==> src/design/codec_cfg_pkg.sv <==
package codec_cfg_pkg;

    localparam int NUM_CFG_WORDS  = 7;
    localparam int BYTES_PER_WORD = 3;

    // write address of the codec, r/w bit already zero
    localparam logic [7:0] I2C_DEV_ADDR = 8'h34;

    // device byte, 7-bit register address, 9-bit value
    typedef logic [23:0] cfg_word_t;

    typedef logic [2:0] cfg_index_t;

    // word 0 sits in the top bits and goes out first
    localparam logic [NUM_CFG_WORDS*$bits(cfg_word_t)-1:0] CFG_TABLE = {
        // reset register
        {I2C_DEV_ADDR, 7'h0f, 9'h000},
        // analogue path
        {I2C_DEV_ADDR, 7'h04, 9'h015},
        // digital path
        {I2C_DEV_ADDR, 7'h05, 9'h000},
        // power down control
        {I2C_DEV_ADDR, 7'h06, 9'h000},
        // audio interface format
        {I2C_DEV_ADDR, 7'h07, 9'h042},
        // sampling control
        {I2C_DEV_ADDR, 7'h08, 9'h019},
        // activate interface
        {I2C_DEV_ADDR, 7'h09, 9'h001}
    };

    typedef enum logic [1:0] {
        S_IDLE,
        S_DATA,
        S_ACK,
        S_STARTSTOP
    } init_state_e;

endpackage

==> src/design/audio_pkg.sv <==
package audio_pkg;

    // bits per channel sample
    localparam int SAMPLE_W = 16;

    localparam int FRAME_COUNT_W = 16;

    // two's complement sample from the adc
    typedef logic signed [SAMPLE_W-1:0] sample_t;

    // wraps silently
    typedef logic [FRAME_COUNT_W-1:0] frame_count_t;

    typedef logic [$clog2(SAMPLE_W)-1:0] bit_index_t;

endpackage

==> src/design/sample_if.sv <==
`timescale 1ns/100ps

interface sample_if;

    audio_pkg::sample_t data;

    // one cycle per finished sample
    logic valid;

    // high for the right channel
    logic right;

    // sample cut short by an early lrck edge
    logic overrun;

    modport source (
        output data,
        output valid,
        output right,
        output overrun
    );

    modport sink (
        input data,
        input valid,
        input right,
        input overrun
    );

endinterface

==> src/design/i2c_initializer.sv <==
`timescale 1ns/100ps

module i2c_initializer (
    input  logic i_clk,
    input  logic i_rst_n,
    input  logic i_start,
    input  logic i_ack,
    output logic o_sclk,
    output logic o_sdat,
    output logic o_oen,
    output logic o_finished
);

    codec_cfg_pkg::init_state_e state_r, state_w;
    logic                       sclk_r, sclk_w;
    logic                       sdat_r, sdat_w;
    logic                       oen_r, oen_w;
    logic                       finished_r, finished_w;
    codec_cfg_pkg::cfg_index_t  word_r, word_w;
    logic [1:0]                 byte_r, byte_w;
    logic [2:0]                 bit_r, bit_w;
    codec_cfg_pkg::cfg_word_t   cur_word;
    logic                       cur_bit;
    logic                       last_word;
    logic                       last_byte;

    assign o_sclk     = sclk_r;
    assign o_sdat     = sdat_r;
    assign o_oen      = oen_r;
    assign o_finished = finished_r;

    assign cur_word = codec_cfg_pkg::CFG_TABLE[
        (codec_cfg_pkg::NUM_CFG_WORDS - 1 - word_r) * $bits(codec_cfg_pkg::cfg_word_t)
        +: $bits(codec_cfg_pkg::cfg_word_t)];

    // msb first within the word
    assign cur_bit = cur_word[5'd23 - {byte_r, bit_r}];

    assign last_word = (word_r == codec_cfg_pkg::cfg_index_t'(codec_cfg_pkg::NUM_CFG_WORDS - 1));
    assign last_byte = (byte_r == 2'(codec_cfg_pkg::BYTES_PER_WORD - 1));

    always_comb begin
        state_w    = state_r;
        sclk_w     = sclk_r;
        sdat_w     = sdat_r;
        oen_w      = oen_r;
        finished_w = finished_r;
        word_w     = word_r;
        byte_w     = byte_r;
        bit_w      = bit_r;

        case (state_r)
            codec_cfg_pkg::S_IDLE: begin
                // bus rests with sclk and sdat high
                if (i_start) begin
                    state_w    = codec_cfg_pkg::S_STARTSTOP;
                    sclk_w     = 1'b1;
                    sdat_w     = 1'b1;
                    oen_w      = 1'b1;
                    finished_w = 1'b0;
                    word_w     = '0;
                    byte_w     = '0;
                    bit_w      = '0;
                end
            end

            codec_cfg_pkg::S_STARTSTOP: begin
                if (sdat_r) begin
                    // start, sdat falls under high sclk
                    sdat_w  = 1'b0;
                    state_w = codec_cfg_pkg::S_DATA;
                end else begin
                    // stop, sdat rises under high sclk
                    sdat_w = 1'b1;
                    if (last_word) begin
                        state_w    = codec_cfg_pkg::S_IDLE;
                        finished_w = 1'b1;
                        word_w     = '0;
                    end else begin
                        word_w = word_r + 1'b1;
                    end
                end
            end

            codec_cfg_pkg::S_DATA: begin
                if (sclk_r) begin
                    // low phase, new bit on sdat
                    sclk_w = 1'b0;
                    sdat_w = cur_bit;
                end else begin
                    sclk_w = 1'b1;
                    bit_w  = bit_r + 1'b1;
                    if (bit_r == 3'd7) begin
                        state_w = codec_cfg_pkg::S_ACK;
                    end
                end
            end

            codec_cfg_pkg::S_ACK: begin
                if (sclk_r) begin
                    // hand sdat to the codec
                    sclk_w = 1'b0;
                    oen_w  = 1'b0;
                    sdat_w = 1'b0;
                end else if (!i_ack) begin
                    // ack clock, master takes sdat back low
                    sclk_w = 1'b1;
                    oen_w  = 1'b1;
                    if (last_byte) begin
                        byte_w  = '0;
                        state_w = codec_cfg_pkg::S_STARTSTOP;
                    end else begin
                        byte_w  = byte_r + 1'b1;
                        state_w = codec_cfg_pkg::S_DATA;
                    end
                end
            end

            default: begin
                state_w = codec_cfg_pkg::S_IDLE;
            end
        endcase
    end

    always_ff @(posedge i_clk or negedge i_rst_n) begin
        if (!i_rst_n) begin
            state_r    <= codec_cfg_pkg::S_IDLE;
            sclk_r     <= 1'b1;
            sdat_r     <= 1'b1;
            oen_r      <= 1'b1;
            finished_r <= 1'b0;
            word_r     <= '0;
            byte_r     <= '0;
            bit_r      <= '0;
        end else begin
            state_r    <= state_w;
            sclk_r     <= sclk_w;
            sdat_r     <= sdat_w;
            oen_r      <= oen_w;
            finished_r <= finished_w;
            word_r     <= word_w;
            byte_r     <= byte_w;
            bit_r      <= bit_w;
        end
    end

endmodule

==> src/design/i2s_receiver.sv <==
`timescale 1ns/100ps

module i2s_receiver (
    input  logic     i_clk,
    input  logic     i_rst_n,
    input  logic     i_bclk,
    input  logic     i_lrck,
    input  logic     i_adcdat,
    sample_if.source o_smp
);

    logic [1:0]             bclk_s;
    logic [1:0]             lrck_s;
    logic [1:0]             adc_s;
    logic                   bclk_d;
    logic                   lrck_d;
    logic [2:0]             warm_r;
    logic                   bclk_rise;
    logic                   lrck_edge;
    logic                   bit_slot;
    logic                   take_bit;
    logic                   last_bit;
    logic                   word_done;
    logic                   cut_short;
    logic                   active;
    logic                   skip;
    logic                   cur_right;
    logic                   word_right;
    logic                   done_r;
    logic                   ovr_r;
    audio_pkg::bit_index_t  bit_cnt;
    audio_pkg::sample_t     shift_r;

    assign bclk_rise = bclk_s[1] & ~bclk_d;
    // no edges until the synchronizer chain holds real line values
    assign lrck_edge = warm_r[2] & (lrck_s[1] ^ lrck_d);
    assign bit_slot  = bclk_rise & ~lrck_edge;
    assign last_bit  = (bit_cnt == audio_pkg::bit_index_t'(audio_pkg::SAMPLE_W - 1));

    // the delay slot after an lrck edge may still carry the previous lsb
    assign take_bit  = bit_slot & active & (~skip | last_bit);
    assign word_done = take_bit & last_bit;
    assign cut_short = bit_slot & skip & active & ~last_bit;

    always_ff @(posedge i_clk or negedge i_rst_n) begin
        if (!i_rst_n) begin
            bclk_s    <= '0;
            lrck_s    <= '0;
            adc_s     <= '0;
            bclk_d    <= 1'b0;
            lrck_d    <= 1'b0;
            warm_r    <= '0;
            active    <= 1'b0;
            skip      <= 1'b0;
            cur_right <= 1'b0;
            bit_cnt   <= '0;
            done_r    <= 1'b0;
            ovr_r     <= 1'b0;
        end else begin
            bclk_s <= {bclk_s[0], i_bclk};
            lrck_s <= {lrck_s[0], i_lrck};
            adc_s  <= {adc_s[0], i_adcdat};
            bclk_d <= bclk_s[1];
            lrck_d <= lrck_s[1];
            warm_r <= {warm_r[1:0], 1'b1};
            done_r <= word_done;
            ovr_r  <= cut_short;

            if (lrck_edge) begin
                skip <= 1'b1;
            end else if (bit_slot) begin
                if (skip) begin
                    // new channel starts after the i2s delay bit
                    skip      <= 1'b0;
                    active    <= 1'b1;
                    bit_cnt   <= '0;
                    cur_right <= lrck_s[1];
                end else if (active) begin
                    bit_cnt <= bit_cnt + 1'b1;
                    if (last_bit) begin
                        active <= 1'b0;
                    end
                end
            end
        end
    end

    always_ff @(posedge i_clk) begin
        if (take_bit) begin
            shift_r <= {shift_r[audio_pkg::SAMPLE_W-2:0], adc_s[1]};
        end
        if (word_done) begin
            word_right <= cur_right;
        end
        if (done_r) begin
            o_smp.data  <= shift_r;
            o_smp.right <= word_right;
        end
    end

    always_ff @(posedge i_clk or negedge i_rst_n) begin
        if (!i_rst_n) begin
            o_smp.valid   <= 1'b0;
            o_smp.overrun <= 1'b0;
        end else begin
            o_smp.valid   <= done_r;
            o_smp.overrun <= ovr_r;
        end
    end

endmodule

==> src/design/record_controller.sv <==
`timescale 1ns/100ps

module record_controller (
    input  logic                    i_clk,
    input  logic                    i_rst_n,
    input  logic                    i_init_done,
    input  logic                    i_record,
    sample_if.sink                  i_smp,
    output audio_pkg::sample_t      o_left,
    output audio_pkg::sample_t      o_right,
    output logic                    o_frame_valid,
    output audio_pkg::frame_count_t o_frame_count,
    output logic                    o_overrun
);

    logic               gate_open;
    logic               accept;
    logic               pair;
    logic               have_left;
    audio_pkg::sample_t left_hold;

    // codec configured and recording requested
    assign gate_open = i_init_done & i_record;
    assign accept    = gate_open & i_smp.valid;

    // right sample completes a frame only behind a stored left
    assign pair = accept & i_smp.right & have_left;

    always_ff @(posedge i_clk or negedge i_rst_n) begin
        if (!i_rst_n) begin
            have_left     <= 1'b0;
            o_frame_valid <= 1'b0;
            o_frame_count <= '0;
            o_overrun     <= 1'b0;
        end else begin
            o_frame_valid <= pair;
            o_overrun     <= i_smp.overrun;

            if (pair) begin
                o_frame_count <= o_frame_count + 1'b1;
            end

            // a stale left never pairs across a gap or a dropped sample
            if (!gate_open || i_smp.overrun) begin
                have_left <= 1'b0;
            end else if (accept) begin
                have_left <= ~i_smp.right;
            end
        end
    end

    always_ff @(posedge i_clk) begin
        if (accept && !i_smp.right) begin
            left_hold <= i_smp.data;
        end
        if (pair) begin
            o_left  <= left_hold;
            o_right <= i_smp.data;
        end
    end

endmodule

==> src/design/codec_capture_top.sv <==
`timescale 1ns/100ps

module codec_capture_top (
    input  logic                    i_clk,
    input  logic                    i_rst_n,
    input  logic                    i_start,
    input  logic                    i_ack,
    input  logic                    i_bclk,
    input  logic                    i_lrck,
    input  logic                    i_adcdat,
    input  logic                    i_record,
    output logic                    o_sclk,
    output logic                    o_sdat,
    output logic                    o_oen,
    output logic                    o_init_done,
    output audio_pkg::sample_t      o_left,
    output audio_pkg::sample_t      o_right,
    output logic                    o_frame_valid,
    output audio_pkg::frame_count_t o_frame_count,
    output logic                    o_overrun
);

    // receiver to controller
    sample_if smp_if ();

    i2c_initializer u_init (
        .i_clk      (i_clk),
        .i_rst_n    (i_rst_n),
        .i_start    (i_start),
        .i_ack      (i_ack),
        .o_sclk     (o_sclk),
        .o_sdat     (o_sdat),
        .o_oen      (o_oen),
        .o_finished (o_init_done)
    );

    i2s_receiver u_rx (
        .i_clk    (i_clk),
        .i_rst_n  (i_rst_n),
        .i_bclk   (i_bclk),
        .i_lrck   (i_lrck),
        .i_adcdat (i_adcdat),
        .o_smp    (smp_if.source)
    );

    record_controller u_rec (
        .i_clk         (i_clk),
        .i_rst_n       (i_rst_n),
        .i_init_done   (o_init_done),
        .i_record      (i_record),
        .i_smp         (smp_if.sink),
        .o_left        (o_left),
        .o_right       (o_right),
        .o_frame_valid (o_frame_valid),
        .o_frame_count (o_frame_count),
        .o_overrun     (o_overrun)
    );

endmodule

==> config.mk <==
export PLATFORM = sky130hd
export DESIGN_NAME = codec_capture_top
export DESIGN_NICKNAME = d
export VERILOG_FILES = /design/src/design/codec_cfg_pkg.sv /design/src/design/audio_pkg.sv /design/src/design/sample_if.sv /design/src/design/i2c_initializer.sv /design/src/design/i2s_receiver.sv /design/src/design/record_controller.sv /design/src/design/codec_capture_top.sv
export SDC_FILE = /design/constraint.sdc
export NUM_CORES = 1
export LEC_CHECK = 0
export BUFFER_PORTS_ARGS = -buffer_cell sky130_fd_sc_hd__buf_2
export CAP_MARGIN = 20
export CORE_MARGIN = 2
export CORE_UTILIZATION = 60
export CTS_CLUSTER_SIZE = 24
export DETAILED_ROUTE_END_ITERATION = 8
export PLACE_DENSITY = 0.9
export SYNTH_ARGS = -nofsm -noshare
export SYNTH_HDL_FRONTEND = slang
export SYNTH_SLANG_ARGS = --single-unit
==> constraint.sdc <==
create_clock -name i_clk -period 8.41 [get_ports i_clk]
set_clock_uncertainty 0.2 [all_clocks]
set_input_delay 0.841 -clock i_clk [delete_from_list [all_inputs] [get_ports i_clk]]
set_output_delay 0.841 -clock i_clk [all_outputs]
set_load 0.1 [all_outputs]
# Word-level counts from Yosys, hierarchy flattened
# Index checks and enable logic that the tools add are counted.
# word_totals
regBits,137
latchBits,0
ram_bits,0
rom_bits,0
wordCells,151
mem_count,0
# op_classes
add_sub_neg,7
mul,1
div_mod_pow,0
magnitude_cmp,1
eq_ne,18
shifts,1
n_mux,47
n_bitwise,20
reduce_logical,23
# op_table
cell,n
168-bit by 33-bit variable part select with 24-bit output (first input constant),1
32-bit by 2-bit multiplier with 29-bit output (second input constant),1
2-bit two-way mux,12
1-bit two-way mux,20
3-bit AND reduction,6
16-bit by 1-bit adder with 16-bit output (second input constant),1
1-bit AND,13
3-bit two-way mux,4
3-bit one-hot mux with 2 select lines,2
2-bit nonzero test,6
2-bit inequality test (second input constant),5
4-bit two-way mux,2
2-bit by 1-bit inequality test with 1-bit output (second input constant),4
2-bit one-hot mux with 4 select lines,1
4-bit AND reduction,2
3-bit by 1-bit adder with 3-bit output (second input constant),2
2-bit == test (second input constant),3
3-bit == test (second input constant),2
5-bit by 6-bit < comparator with 1-bit output (second input constant),1
6-bit AND reduction,1
1-bit binary-select mux with 5-bit select,1
1-bit inverter,5
5-bit subtractor (first input constant),1
4-bit by 1-bit adder with 4-bit output (second input constant),1
other kinds (18),21

# Logic depth before layout (Yosys ltp)
# Gate-level depths: netlist (run 1).
# depth
word_depth,7
ltp_mapped,14
depth_no_buf,10

# Cells and area by module
# A second synthesis (run 1) with hierarchy kept.
# hier_totals
hier_cells,480
hier_area_um2,6183.4
# modules_own_cells
mod,instances,cells_per_inst,area_per_inst_um2,seq_area_each_um2
record_controller,1,124,2303.5,1916.8
i2c_initializer,1,257,2001.9,354.1
i2s_receiver,1,99,1878.1,1571.5

# Worst setup path before layout (run 1)
# No wires, ideal clock.
# synth_path
path_type,register to register
from,reg u_init.finished_r (netlist: u_init.o_finished)
to,reg u_rec.o_frame_count[14]
setup_time_ns,0.158
t_arrival_ns,3.235
required_ns,8.052
path_slack_ns,4.817
stages_incl_launch_ff,8
period_less_slack_ns,3.593
path_cell_list,dfrtp_1 nand2_1 nor2_2 and4_1 and4_1 and2_1 nand4_1 xnor2_1
# synth_between
elab_chain_len,4
# synth_lines
element,line,text
from (decl),i2c_initializer.sv:18,"logic finished_r, finished_w;"
from (signal assigned),i2c_initializer.sv:140,finished_r <= finished_w;
1-bit AND,record_controller.sv:23,assign gate_open = i_init_done & i_record;
1-bit AND,record_controller.sv:24,assign accept = gate_open & i_smp.valid;
1-bit AND (2 in series),record_controller.sv:27,assign pair = accept & i_smp.right & have_left;
net u_rec.pair,record_controller.sv:18,logic pair;
to (signal assigned),record_controller.sv:40,o_frame_count <= o_frame_count + 1'b1;
to (decl),record_controller.sv:12,"output audio_pkg::frame_count_t o_frame_count,"
# The timed path passes the listed nets, and every way through them passes these cells.
# A chain may end at the register's enable or synchronous reset.

# Final worst setup path (run 1)
# layout_path
from,reg u_init.word_r[0]
to,reg u_init.sdat_r (netlist: u_init.o_sdat)
# layout_between
elab_chain_len,7
# layout_lines
element,line,text
from (decl),i2c_initializer.sv:19,"codec_cfg_pkg::cfg_index_t word_r, word_w;"
from (signal assigned),i2c_initializer.sv:141,word_r <= word_w;
3-bit by 3-bit subtractor with 4-bit output,i2c_initializer.sv:33,(codec_cfg_pkg::NUM_CFG_WORDS - 1 - word_r) * $bits(codec_cfg_pkg::cfg_word_t)
32-bit by 2-bit multiplier with 29-bit output,i2c_initializer.sv:33,
168-bit by 33-bit variable part select with 24-bit output,i2c_initializer.sv:32,assign cur_word = codec_cfg_pkg::CFG_TABLE[
1-bit binary-select mux with 5-bit select,i2c_initializer.sv:37,"assign cur_bit = cur_word[5'd23 - {byte_r, bit_r}];"
1-bit two-way mux (implied by the code),i2c_initializer.sv:37,
1-bit two-way mux,i2c_initializer.sv:86,if (sclk_r) begin
1-bit one-hot mux with 4 select lines,i2c_initializer.sv:52,case (state_r)
to (signal assigned),i2c_initializer.sv:138,sdat_r <= sdat_w;
to (decl),i2c_initializer.sv:16,"logic sdat_r, sdat_w;"
# Every way passes these cells. The select of a mux whose other input is x is not followed.

==> results of run 1 <==
-- registers in the layout (all words and copies together) (netlist names), 2 cells and up --
name	cells
u_rx.bclk_s	2
u_rx.o_smp.data	16
u_init.bit_r	3
u_init.state_r	2
u_rx.adc_s	2
u_rx.shift_r	16
u_rec.o_right	16
u_rx.warm_r	3
u_rec.o_frame_count	16
u_rec.left_hold	16
u_rx.bit_cnt	4
u_rec.o_left	16
u_init.byte_r	2
u_rx.lrck_s	2
u_init.word_r	3
-- power by group through the flow --
stage	sequential (W)	combinational [W]	clock, W
2_1_floorplan	0.000858	0.000662	0
3_3_place_gp	0.000836	0.000833	0
3_5_place_dp	0.000839	0.000827	0
4_1_cts	0.000827	0.000838	0.000716
5_1_grt	0.000838	0.000927	0.000742
6_report	0.000831	0.000857	0.000708
-- layout by cell type, fill, tap and decap left out, types with 7 or more instances in the layout --
cell type and instances:
sky130_fd_sc_hd__a21oi_1 16, sky130_fd_sc_hd__and3_1 7, sky130_fd_sc_hd__buf_2 61, sky130_fd_sc_hd__clkbuf_16 16
sky130_fd_sc_hd__dfrtp_1 52, sky130_fd_sc_hd__edfxtp_1 82, sky130_fd_sc_hd__ha_1 17, sky130_fd_sc_hd__inv_1 14
sky130_fd_sc_hd__nand2_1 42, sky130_fd_sc_hd__nand2b_1 7, sky130_fd_sc_hd__nand3_1 14, sky130_fd_sc_hd__nand4_1 11
sky130_fd_sc_hd__nor2_1 24, sky130_fd_sc_hd__nor2b_1 7, sky130_fd_sc_hd__o21ai_0 29, sky130_fd_sc_hd__xnor2_1 11
-- through the flow --
| stage | area, um2 | hold slack [ps] | setup WS [ps] | total power (W) | utilization |
|---|---|---|---|---|---|
| 2_1_floorplan | 6050 | 131 | 4820 | 0.00152 | - |
| 3_3_place_gp | 6420 | 132 | 4030 | 0.00167 | 0.656 |
| 3_5_place_dp | 6420 | 135 | 3970 | 0.00167 | 0.656 |
| 4_1_cts | 6970 | 149 | 3960 | 0.00238 | 0.714 |
| 5_1_grt | 6990 | 162 | 3590 | 0.00251 | 0.716 |
| 6_report | 6990 | 148 | 3880 | 0.00240 | 0.716 |
-- cells by family (layout without fill, tap and decap cells) --
group,after synthesis,in the layout,share of synthesized area
simple gates,139,139,0.117
flops,137,137,0.635
compound gates,114,114,0.138
buf+inv,39,112,0.0327
fa+ha+maj,19,19,0.0417
xor+xnor,17,17,0.0246
mux,6,6,0.0107
other cells,1,1,0.000619
-- cell type report --
class	instances	area [um2]
flip-flops and latches	137	3840
clock inverters	13	136
clock buffers	19	422
well taps	133	166
multi-input cells	296	2020
inverters	14	52.6
fillers	604	2780
repair buffers	66	355
-- per-layer routing --
metal	share of wire	global-route usage	vias to the layer above
met5	0	0	-
met4	0.032	0.124	0
met3	0.057	0.0539	41
met2	0.52	0.437	208
met1	0.40	0.330	2066
li1	-	-	1889
-- worst max path at each step --
stage,from,endpoint,slack [ps],depth (start not counted)
6_report,u_init.word_r[0]$_DFFE_PN0P_,u_init.o_sdat$_DFFE_PN1P_,3880,11
5_1_grt,u_init.word_r[0]$_DFFE_PN0P_,u_init.o_sdat$_DFFE_PN1P_,3590,11
4_1_cts,u_init.word_r[0]$_DFFE_PN0P_,u_init.o_sdat$_DFFE_PN1P_,3960,11
3_5_place_dp,u_init.word_r[0]$_DFFE_PN0P_,u_init.o_sdat$_DFFE_PN1P_,3970,11
3_3_place_gp,u_init.word_r[0]$_DFFE_PN0P_,u_init.o_sdat$_DFFE_PN1P_,4030,11
2_1_floorplan,u_init.o_finished$_DFFE_PN0P_,u_rec.o_frame_count[14]$_DFFE_PN0P_,4820,7
==> flow_results.xml, run 1 <==
<?xml version="1.0" encoding="UTF-8"?>
<metrics>
  <group name="worst_setup_path">
    <metric name="r2r-end" unit="">u_init.o_sdat$_DFFE_PN1P_</metric>
    <metric name="worstPathBufferInverterCount" unit="">2</metric>
    <metric name="arrival" unit="ps">4770</metric>
    <metric name="crit_required" unit="ps">8650</metric>
    <metric name="crit_chain" unit="">buf_4 &gt; inv_1 &gt; ha_1 &gt; fa_1 &gt; and2b_1 &gt; nand3_1 &gt; mux2i_1 &gt; nor4_1 &gt; o32ai_2 &gt; o221ai_2 &gt; a311oi_2</metric>
    <metric name="criticalPathCategory" unit="">reg2reg</metric>
    <metric name="timing.critical_path.to_type" unit="">register</metric>
    <metric name="setup.reg_to_reg.worst_slack" unit="ps">3880</metric>
    <metric name="worstPathMaxFanout" unit="">32</metric>
    <metric name="worstSetupStartpointType" unit="">register</metric>
    <metric name="cpMaxStageDelayCell" unit="">sky130_fd_sc_hd__ha_1</metric>
    <metric name="rr_worst_depth" unit="">11</metric>
    <metric name="cp_slowest_stage_delay" unit="ps">930</metric>
    <metric name="r2r-start" unit="">u_init.word_r[0]$_DFFE_PN0P_</metric>
    <metric name="worst_path_dominant_cell_family" unit="">adder cells</metric>
  </group>
  <group name="global_routing">
    <metric name="global_route_wire_length_before_repair" unit="um">22000</metric>
    <metric name="grt_max_degree" unit="">56</metric>
    <metric name="grt_pass1_vias" unit="">4150</metric>
    <metric name="antenna_found_initial" unit="">0</metric>
    <metric name="globalRouteTotalUtil" unit="">0.262</metric>
    <metric name="globalRouteOverflowTotal" unit="">0</metric>
  </group>
  <group name="min_path">
    <metric name="whs_endpoint" unit="">u_rx.lrck_s[1]$_DFF_PN0_</metric>
    <metric name="worst_hold_startpoint" unit="">u_rx.lrck_s[0]$_DFF_PN0_</metric>
    <metric name="min_path_type" unit="">reg2reg</metric>
    <metric name="min_path_cells" unit="">0</metric>
  </group>
  <group name="place">
    <metric name="hpwlAfterDp" unit="um">8500</metric>
    <metric name="dp_cells" unit="">645</metric>
    <metric name="buffer_ports.inserted" unit="">61</metric>
    <metric name="finalWeightedCongestion" unit="">0.921</metric>
  </group>
  <group name="yosys">
    <metric name="yosysSeqAreaShare" unit="">0.635</metric>
    <metric name="most_used_standard_cells_in_the_synthesized_netlist" unit="">sky130_fd_sc_hd__edfxtp_1 (82), sky130_fd_sc_hd__dfrtp_1 (52), sky130_fd_sc_hd__nand2_1 (42), sky130_fd_sc_hd__o21ai_0 (29), sky130_fd_sc_hd__nor2_1 (24)</metric>
    <metric name="synthFlopType" unit="">sky130_fd_sc_hd__edfxtp_1</metric>
    <metric name="netlist.area_leader.share" unit="">0.407</metric>
    <metric name="synth-edff-count" unit="">82</metric>
    <metric name="post_synth_instance_area" unit="um2">6050</metric>
    <metric name="synth.net_count" unit="">499</metric>
    <metric name="cells_after_synth" unit="">472</metric>
    <metric name="largest_cells_by_area_after_synthesis" unit="">sky130_fd_sc_hd__edfxtp_1 (41%), sky130_fd_sc_hd__dfrtp_1 (21%), sky130_fd_sc_hd__ha_1 (3.5%)</metric>
    <metric name="postSynthRegisterBits" unit="">137</metric>
    <metric name="synth-warning-count" unit="">0</metric>
    <metric name="post_synth.cell_area_avg" unit="um2">12.8</metric>
    <metric name="synthDistinctLibCells" unit="">75</metric>
    <metric name="most_numerous_cell_in_the_yosys_netlist" unit="">sky130_fd_sc_hd__edfxtp_1</metric>
    <metric name="yosysTopAreaCell" unit="">sky130_fd_sc_hd__edfxtp_1</metric>
    <metric name="synth-async-reset-ratio" unit="">0.401</metric>
  </group>
  <group name="clocking">
    <metric name="cts_root_buffer" unit="">sky130_fd_sc_hd__clkbuf_8</metric>
    <metric name="clk-insertion-delay-late" unit="ps">520</metric>
    <metric name="cts_inserted_buffers" unit="">17</metric>
    <metric name="max-clock-path-buffers" unit="">2</metric>
    <metric name="cts_hold_buf" unit="">0</metric>
    <metric name="cts_setup_buffers" unit="">0</metric>
    <metric name="clk_transition_reported_paths" unit="ps">70</metric>
    <metric name="number_of_sinks_handled_by_clock_tree_synthesis" unit="">137</metric>
    <metric name="post_cts_resized" unit="">0</metric>
    <metric name="h-tree-depth" unit="">4</metric>
    <metric name="tritoncts" unit="">done</metric>
  </group>
  <group name="power_and_ir_drop">
    <metric name="net_switching_fraction_of_the_power" unit="">0.396</metric>
    <metric name="internal_power" unit="W">0.00145</metric>
    <metric name="comb_power_share" unit="">0.358</metric>
    <metric name="max-vdd-ir-drop" unit="uV">320</metric>
    <metric name="power_leakage" unit="nW">2.78</metric>
    <metric name="seq_power_share" unit="">0.347</metric>
    <metric name="pwr-share-clk" unit="">0.295</metric>
    <metric name="switching_power" unit="W">0.000948</metric>
    <metric name="p_per_area" unit="nW/um2">343</metric>
  </group>
  <group name="sta">
    <metric name="timing_worst_slew_pin_value" unit="ps">901</metric>
    <metric name="final.period_utilization" unit="">0.538</metric>
    <metric name="number_of_setup_violations_in_the_final_report" unit="">0</metric>
    <metric name="timing.fmax" unit="MHz">221</metric>
    <metric name="tns" unit="ps">0</metric>
    <metric name="report.final.slew_viol_count" unit="">0</metric>
    <metric name="unrepaired_setup_endpoints_after_global_routing" unit="">no</metric>
    <metric name="final-hold-violation-count" unit="">0</metric>
    <metric name="fin_crit" unit="ps">4530</metric>
    <metric name="slew_headroom" unit="">0.399</metric>
  </group>
  <group name="floorplanning">
    <metric name="core_area" unit="um2">9770</metric>
    <metric name="floorplan.rows" unit="">36</metric>
    <metric name="die_w" unit="um">104</metric>
    <metric name="die_height" unit="um">104</metric>
    <metric name="floorplan.initialDensity" unit="">0.619</metric>
    <metric name="die_area" unit="um2">10900</metric>
    <metric name="pin_count" unit="">62</metric>
  </group>
  <group name="cells_and_area">
    <metric name="relative_area_change_from_synthesis_to_final_layout" unit="%">15.5</metric>
    <metric name="fin_cells" unit="">678</metric>
    <metric name="final_layout_size_suffix_gt1_frac" unit="">0.215</metric>
    <metric name="nNetsFinal" unit="">559</metric>
    <metric name="antenna_cells" unit="">0</metric>
  </group>
  <group name="detailed_routing">
    <metric name="vias" unit="">4204</metric>
    <metric name="drc" unit="">0</metric>
    <metric name="finalWirelength" unit="um">13700</metric>
    <metric name="number_of_drc_violations_after_detailed_routing_iteration_0" unit="">362</metric>
    <metric name="average_wire_per_cell_in_the_routed_design" unit="um">20.2</metric>
    <metric name="vias_per_cell" unit="">6.20</metric>
    <metric name="ant_nets" unit="">0</metric>
    <metric name="firstDrtPassIters" unit="">5</metric>
  </group>
  <group name="run_status">
    <metric name="run_status" unit="">complete, no violations</metric>
  </group>
  <group name="flow_run">
    <metric name="maxCapViolCount" unit="">0</metric>
  </group>
</metrics>
Note: power is estimated with default switching activity, not from simulation.
==> run 2, diff against run 1 <==
ABC_AREA = 1   (was unset)
CORE_UTILIZATION = 53   (was 60)
PLACE_DENSITY = 0.85   (was 0.9)
clock period = 3.8 ns   (was 8.41 ns; I/O delays follow)
==> run 2 against run 1 <==
Net effect:
- hold slack worse by 100 ps
- sequential cell count is the same
- largest cell class unchanged
- critical endpoint unchanged
- power increased by 120%
- die area is 9.4% higher
==> flow_results.xml, run 2 <==
<?xml version="1.0" encoding="UTF-8"?>
<metrics>
  <group name="run_status">
    <metric name="run_status" unit="">complete, no violations</metric>
  </group>
  <group name="detailed_routing">
    <metric name="vias_per_cell" unit="">5.38</metric>
    <metric name="average_wire_per_cell_in_the_routed_design" unit="um">15.7</metric>
    <metric name="number_of_drc_violations_after_detailed_routing_iteration_0" unit="">408</metric>
    <metric name="vias" unit="">4135</metric>
    <metric name="finalWirelength" unit="um">12100</metric>
    <metric name="drc" unit="">0</metric>
    <metric name="firstDrtPassIters" unit="">6</metric>
    <metric name="ant_nets" unit="">0</metric>
  </group>
  <group name="global_routing">
    <metric name="use_met2" unit="">0.365</metric>
    <metric name="grt.met3_usage" unit="">0.0634</metric>
    <metric name="globalRouteOverflowTotal" unit="">0</metric>
    <metric name="grt.met1_usage" unit="">0.284</metric>
    <metric name="grt_pass1_vias" unit="">4015</metric>
    <metric name="global_route_wire_length_before_repair" unit="um">20000</metric>
    <metric name="globalRouteTotalUtil" unit="">0.221</metric>
    <metric name="antenna_found_initial" unit="">0</metric>
    <metric name="grt-busiest-layer" unit="">met2</metric>
    <metric name="grt_max_degree" unit="">33</metric>
  </group>
  <group name="yosys">
    <metric name="synth-edff-count" unit="">82</metric>
    <metric name="most_numerous_cell_in_the_yosys_netlist" unit="">sky130_fd_sc_hd__nand2_1</metric>
    <metric name="post_synth_and_or_nand_nor_area_fraction" unit="">0.181</metric>
    <metric name="main_combinational_cell_family_by_area_after_synthesis" unit="">simple AND/OR/NAND/NOR gates</metric>
    <metric name="synth-warning-count" unit="">0</metric>
    <metric name="synthFlopType" unit="">sky130_fd_sc_hd__edfxtp_1</metric>
    <metric name="post_synth_mux_area_share" unit="">0</metric>
    <metric name="most_used_standard_cells_in_the_synthesized_netlist" unit="">sky130_fd_sc_hd__nand2_1 (122), sky130_fd_sc_hd__edfxtp_1 (82), sky130_fd_sc_hd__dfrtp_1 (52), sky130_fd_sc_hd__nand3_1 (50), sky130_fd_sc_hd__inv_1 (49)</metric>
    <metric name="post_synth_instance_area" unit="um2">5870</metric>
    <metric name="synthDistinctLibCells" unit="">42</metric>
    <metric name="synth-async-reset-ratio" unit="">0.401</metric>
    <metric name="netlist.area_leader.share" unit="">0.419</metric>
    <metric name="synth_xor_area_frac" unit="">0.0224</metric>
    <metric name="cells_after_synth" unit="">533</metric>
    <metric name="post_synth_fa_ha_maj_area_fraction" unit="">0.0430</metric>
    <metric name="largest_cells_by_area_after_synthesis" unit="">sky130_fd_sc_hd__edfxtp_1 (42%), sky130_fd_sc_hd__dfrtp_1 (22%), sky130_fd_sc_hd__nand2_1 (7.8%)</metric>
    <metric name="synth_compound_area_frac" unit="">0.0545</metric>
    <metric name="yosysTopAreaCell" unit="">sky130_fd_sc_hd__edfxtp_1</metric>
    <metric name="synth.net_count" unit="">560</metric>
    <metric name="yosysSeqAreaShare" unit="">0.654</metric>
    <metric name="postSynthRegisterBits" unit="">137</metric>
    <metric name="post_synth.cell_area_avg" unit="um2">11.0</metric>
  </group>
  <group name="flow_run">
    <metric name="maxCapViolCount" unit="">0</metric>
  </group>
  <group name="worst_setup_path">
    <metric name="timing.critical_path.to_type" unit="">register</metric>
    <metric name="worstPathMaxFanout" unit="">11</metric>
    <metric name="arrival" unit="ps">3710</metric>
    <metric name="criticalPathCategory" unit="">reg2reg</metric>
    <metric name="crit_required" unit="ps">4040</metric>
    <metric name="worstSetupStartpointType" unit="">register</metric>
  </group>
  <group name="clocking">
    <metric name="h-tree-depth" unit="">4</metric>
    <metric name="cts_setup_buffers" unit="">0</metric>
    <metric name="tritoncts" unit="">done</metric>
    <metric name="clk_transition_reported_paths" unit="ps">60</metric>
    <metric name="cts_root_buffer" unit="">sky130_fd_sc_hd__clkbuf_8</metric>
    <metric name="max-clock-path-buffers" unit="">2</metric>
    <metric name="cts_inserted_buffers" unit="">17</metric>
    <metric name="clk-insertion-delay-late" unit="ps">510</metric>
    <metric name="number_of_sinks_handled_by_clock_tree_synthesis" unit="">137</metric>
  </group>
  <group name="floorplanning">
    <metric name="core_area" unit="um2">10800</metric>
    <metric name="floorplan.rows" unit="">38</metric>
    <metric name="die_area" unit="um2">11900</metric>
    <metric name="die_height" unit="um">109</metric>
    <metric name="die_w" unit="um">109</metric>
    <metric name="floorplan.initialDensity" unit="">0.542</metric>
    <metric name="pin_count" unit="">62</metric>
  </group>
  <group name="sta">
    <metric name="fin_crit" unit="ps">3480</metric>
    <metric name="tns" unit="ps">0</metric>
    <metric name="number_of_setup_violations_in_the_final_report" unit="">0</metric>
    <metric name="timing.fmax" unit="MHz">288</metric>
    <metric name="report.final.slew_viol_count" unit="">0</metric>
    <metric name="final-hold-violation-count" unit="">0</metric>
    <metric name="slew_headroom" unit="">0.529</metric>
    <metric name="final.period_utilization" unit="">0.915</metric>
    <metric name="unrepaired_setup_endpoints_after_global_routing" unit="">no</metric>
    <metric name="timing_worst_slew_pin_value" unit="ps">707</metric>
  </group>
  <group name="place">
    <metric name="finalWeightedCongestion" unit="">0.960</metric>
    <metric name="hpwlAfterDp" unit="um">8200</metric>
    <metric name="dp_cells" unit="">733</metric>
    <metric name="buffer_ports.inserted" unit="">61</metric>
  </group>
  <group name="power_and_ir_drop">
    <metric name="max-vdd-ir-drop" unit="uV">605</metric>
    <metric name="switching_power" unit="W">0.00207</metric>
    <metric name="internal_power" unit="W">0.00326</metric>
    <metric name="pwr-share-clk" unit="">0.296</metric>
    <metric name="seq_power_share" unit="">0.330</metric>
    <metric name="power_leakage" unit="nW">3.10</metric>
    <metric name="net_switching_fraction_of_the_power" unit="">0.388</metric>
    <metric name="p_per_area" unit="nW/um2">762</metric>
    <metric name="comb_power_share" unit="">0.374</metric>
  </group>
  <group name="cells_and_area">
    <metric name="final_layout_size_suffix_gt1_frac" unit="">0.191</metric>
    <metric name="nNetsFinal" unit="">643</metric>
    <metric name="mostFrequentLayoutCell" unit="">sky130_fd_sc_hd__nand2_1</metric>
    <metric name="mostFrequentLayoutCells" unit="">sky130_fd_sc_hd__nand2_1 (122), sky130_fd_sc_hd__edfxtp_1 (82), sky130_fd_sc_hd__buf_2 (61), sky130_fd_sc_hd__dfrtp_1 (52)</metric>
    <metric name="fin_cells" unit="">768</metric>
    <metric name="antenna_cells" unit="">0</metric>
    <metric name="relative_area_change_from_synthesis_to_final_layout" unit="%">19.1</metric>
  </group>
  <group name="min_path">
    <metric name="min_path_type" unit="">in2reg</metric>
  </group>
</metrics>
[run 2: layout make-up]
cell class              count  area [um2]
multi-input cells         332        1780
well taps                 140         175
clock inverters            13         154
fillers                   823        3850
clock buffers              18         418
flip-flops and latches    137        3840
repair buffers             75         424
inverters                  53         199
[run 2: worst paths after layout]
check / slack, ps / to / from / depth (start not counted)
max in group asynchronous: 2360 / u_rx.cur_right$_DFFE_PN0P_ / i_rst_n / 3
worst min register to register: 160 / u_rx.lrck_s[1]$_DFF_PN0_ / u_rx.lrck_s[0]$_DFF_PN0_ / 0
min in group asynchronous: 250 / u_init.byte_r[0]$_DFFE_PN0P_ / i_rst_n / 2
worst min-delay path: 40 / u_init.o_sclk$_DFFE_PN1P_ / i_ack / 4
worst max register to register: 320 / u_init.o_sdat$_DFFE_PN1P_ / u_init.word_r[0]$_DFFE_PN0P_ / 19
worst max-delay path: 320 / u_init.o_sdat$_DFFE_PN1P_ / u_init.word_r[0]$_DFFE_PN0P_ / 19
[run 2: metrics by stage]
stage	util	setup slack (ps)	total power, W	hold slack, ps	cell area (um2)
after floorplan	-	795	0.00324	-116	5870
after global placement	0.587	513	0.00373	134	6360
after detailed placement	0.588	423	0.00369	139	6370
after CTS	0.645	383	0.00530	32.6	6990
after global routing	0.645	5.79	0.00567	43.4	6990
final	0.645	324	0.00533	44.8	6990
[run 2: what timing repair did]
| action | in CTS | in global routing |
|---|---|---|
| gates resized for setup | 0 | 1 |
| setup endpoints to repair | 0 | 1 |
| hold buffers | 4 | 0 |
| hold endpoints to repair | 31 | 0 |
[run 2: power groups by stage]
stage	sequential (W)	clock, W	combinational (W)
5_1_grt	0.00177	0.00168	0.00222
3_3_place_gp	0.00178	0	0.00195
3_5_place_dp	0.00178	0	0.00191
4_1_cts	0.00176	0.00161	0.00194
2_1_floorplan	0.00188	0	0.00136
6_report	0.00176	0.00158	0.00199
[run 2: logic make-up after synthesis]
| kind of cell | after synthesis |
|---|---|
| buffers and inverters | 64 |
| DFF | 137 |
| and+or+nand+nor | 240 |
| other | 1 |
| xor gates and xnor gates | 15 |
| adders and majority gates | 19 |
| AOI/OAI and AO/OA | 57 |
[run 2: metal layers]
metal	up-vias	part of all wire
li1	1964	-
met1	1976	0.42
met2	178	0.50
met3	17	0.066
met4	0	0.015
met5	-	0
[run 2: critical path: stages (launching register included)]
cell and delay [ps]:
sky130_fd_sc_hd__dfrtp_1 410, sky130_fd_sc_hd__buf_4 190, sky130_fd_sc_hd__ha_1 270, sky130_fd_sc_hd__xnor2_1 290, sky130_fd_sc_hd__fa_1 580, sky130_fd_sc_hd__inv_1 320, sky130_fd_sc_hd__nor2_1 130, sky130_fd_sc_hd__inv_1 90
sky130_fd_sc_hd__nand2_1 50, sky130_fd_sc_hd__o21ai_0 210, sky130_fd_sc_hd__nand2_1 90, sky130_fd_sc_hd__nand2_1 60, sky130_fd_sc_hd__nand2_1 50, sky130_fd_sc_hd__nand2_1 50, sky130_fd_sc_hd__nand2_1 60, sky130_fd_sc_hd__nand2_1 60
sky130_fd_sc_hd__nand3_1 70, sky130_fd_sc_hd__nand2_1 70, sky130_fd_sc_hd__nand2_1 50, sky130_fd_sc_hd__a21oi_1 120
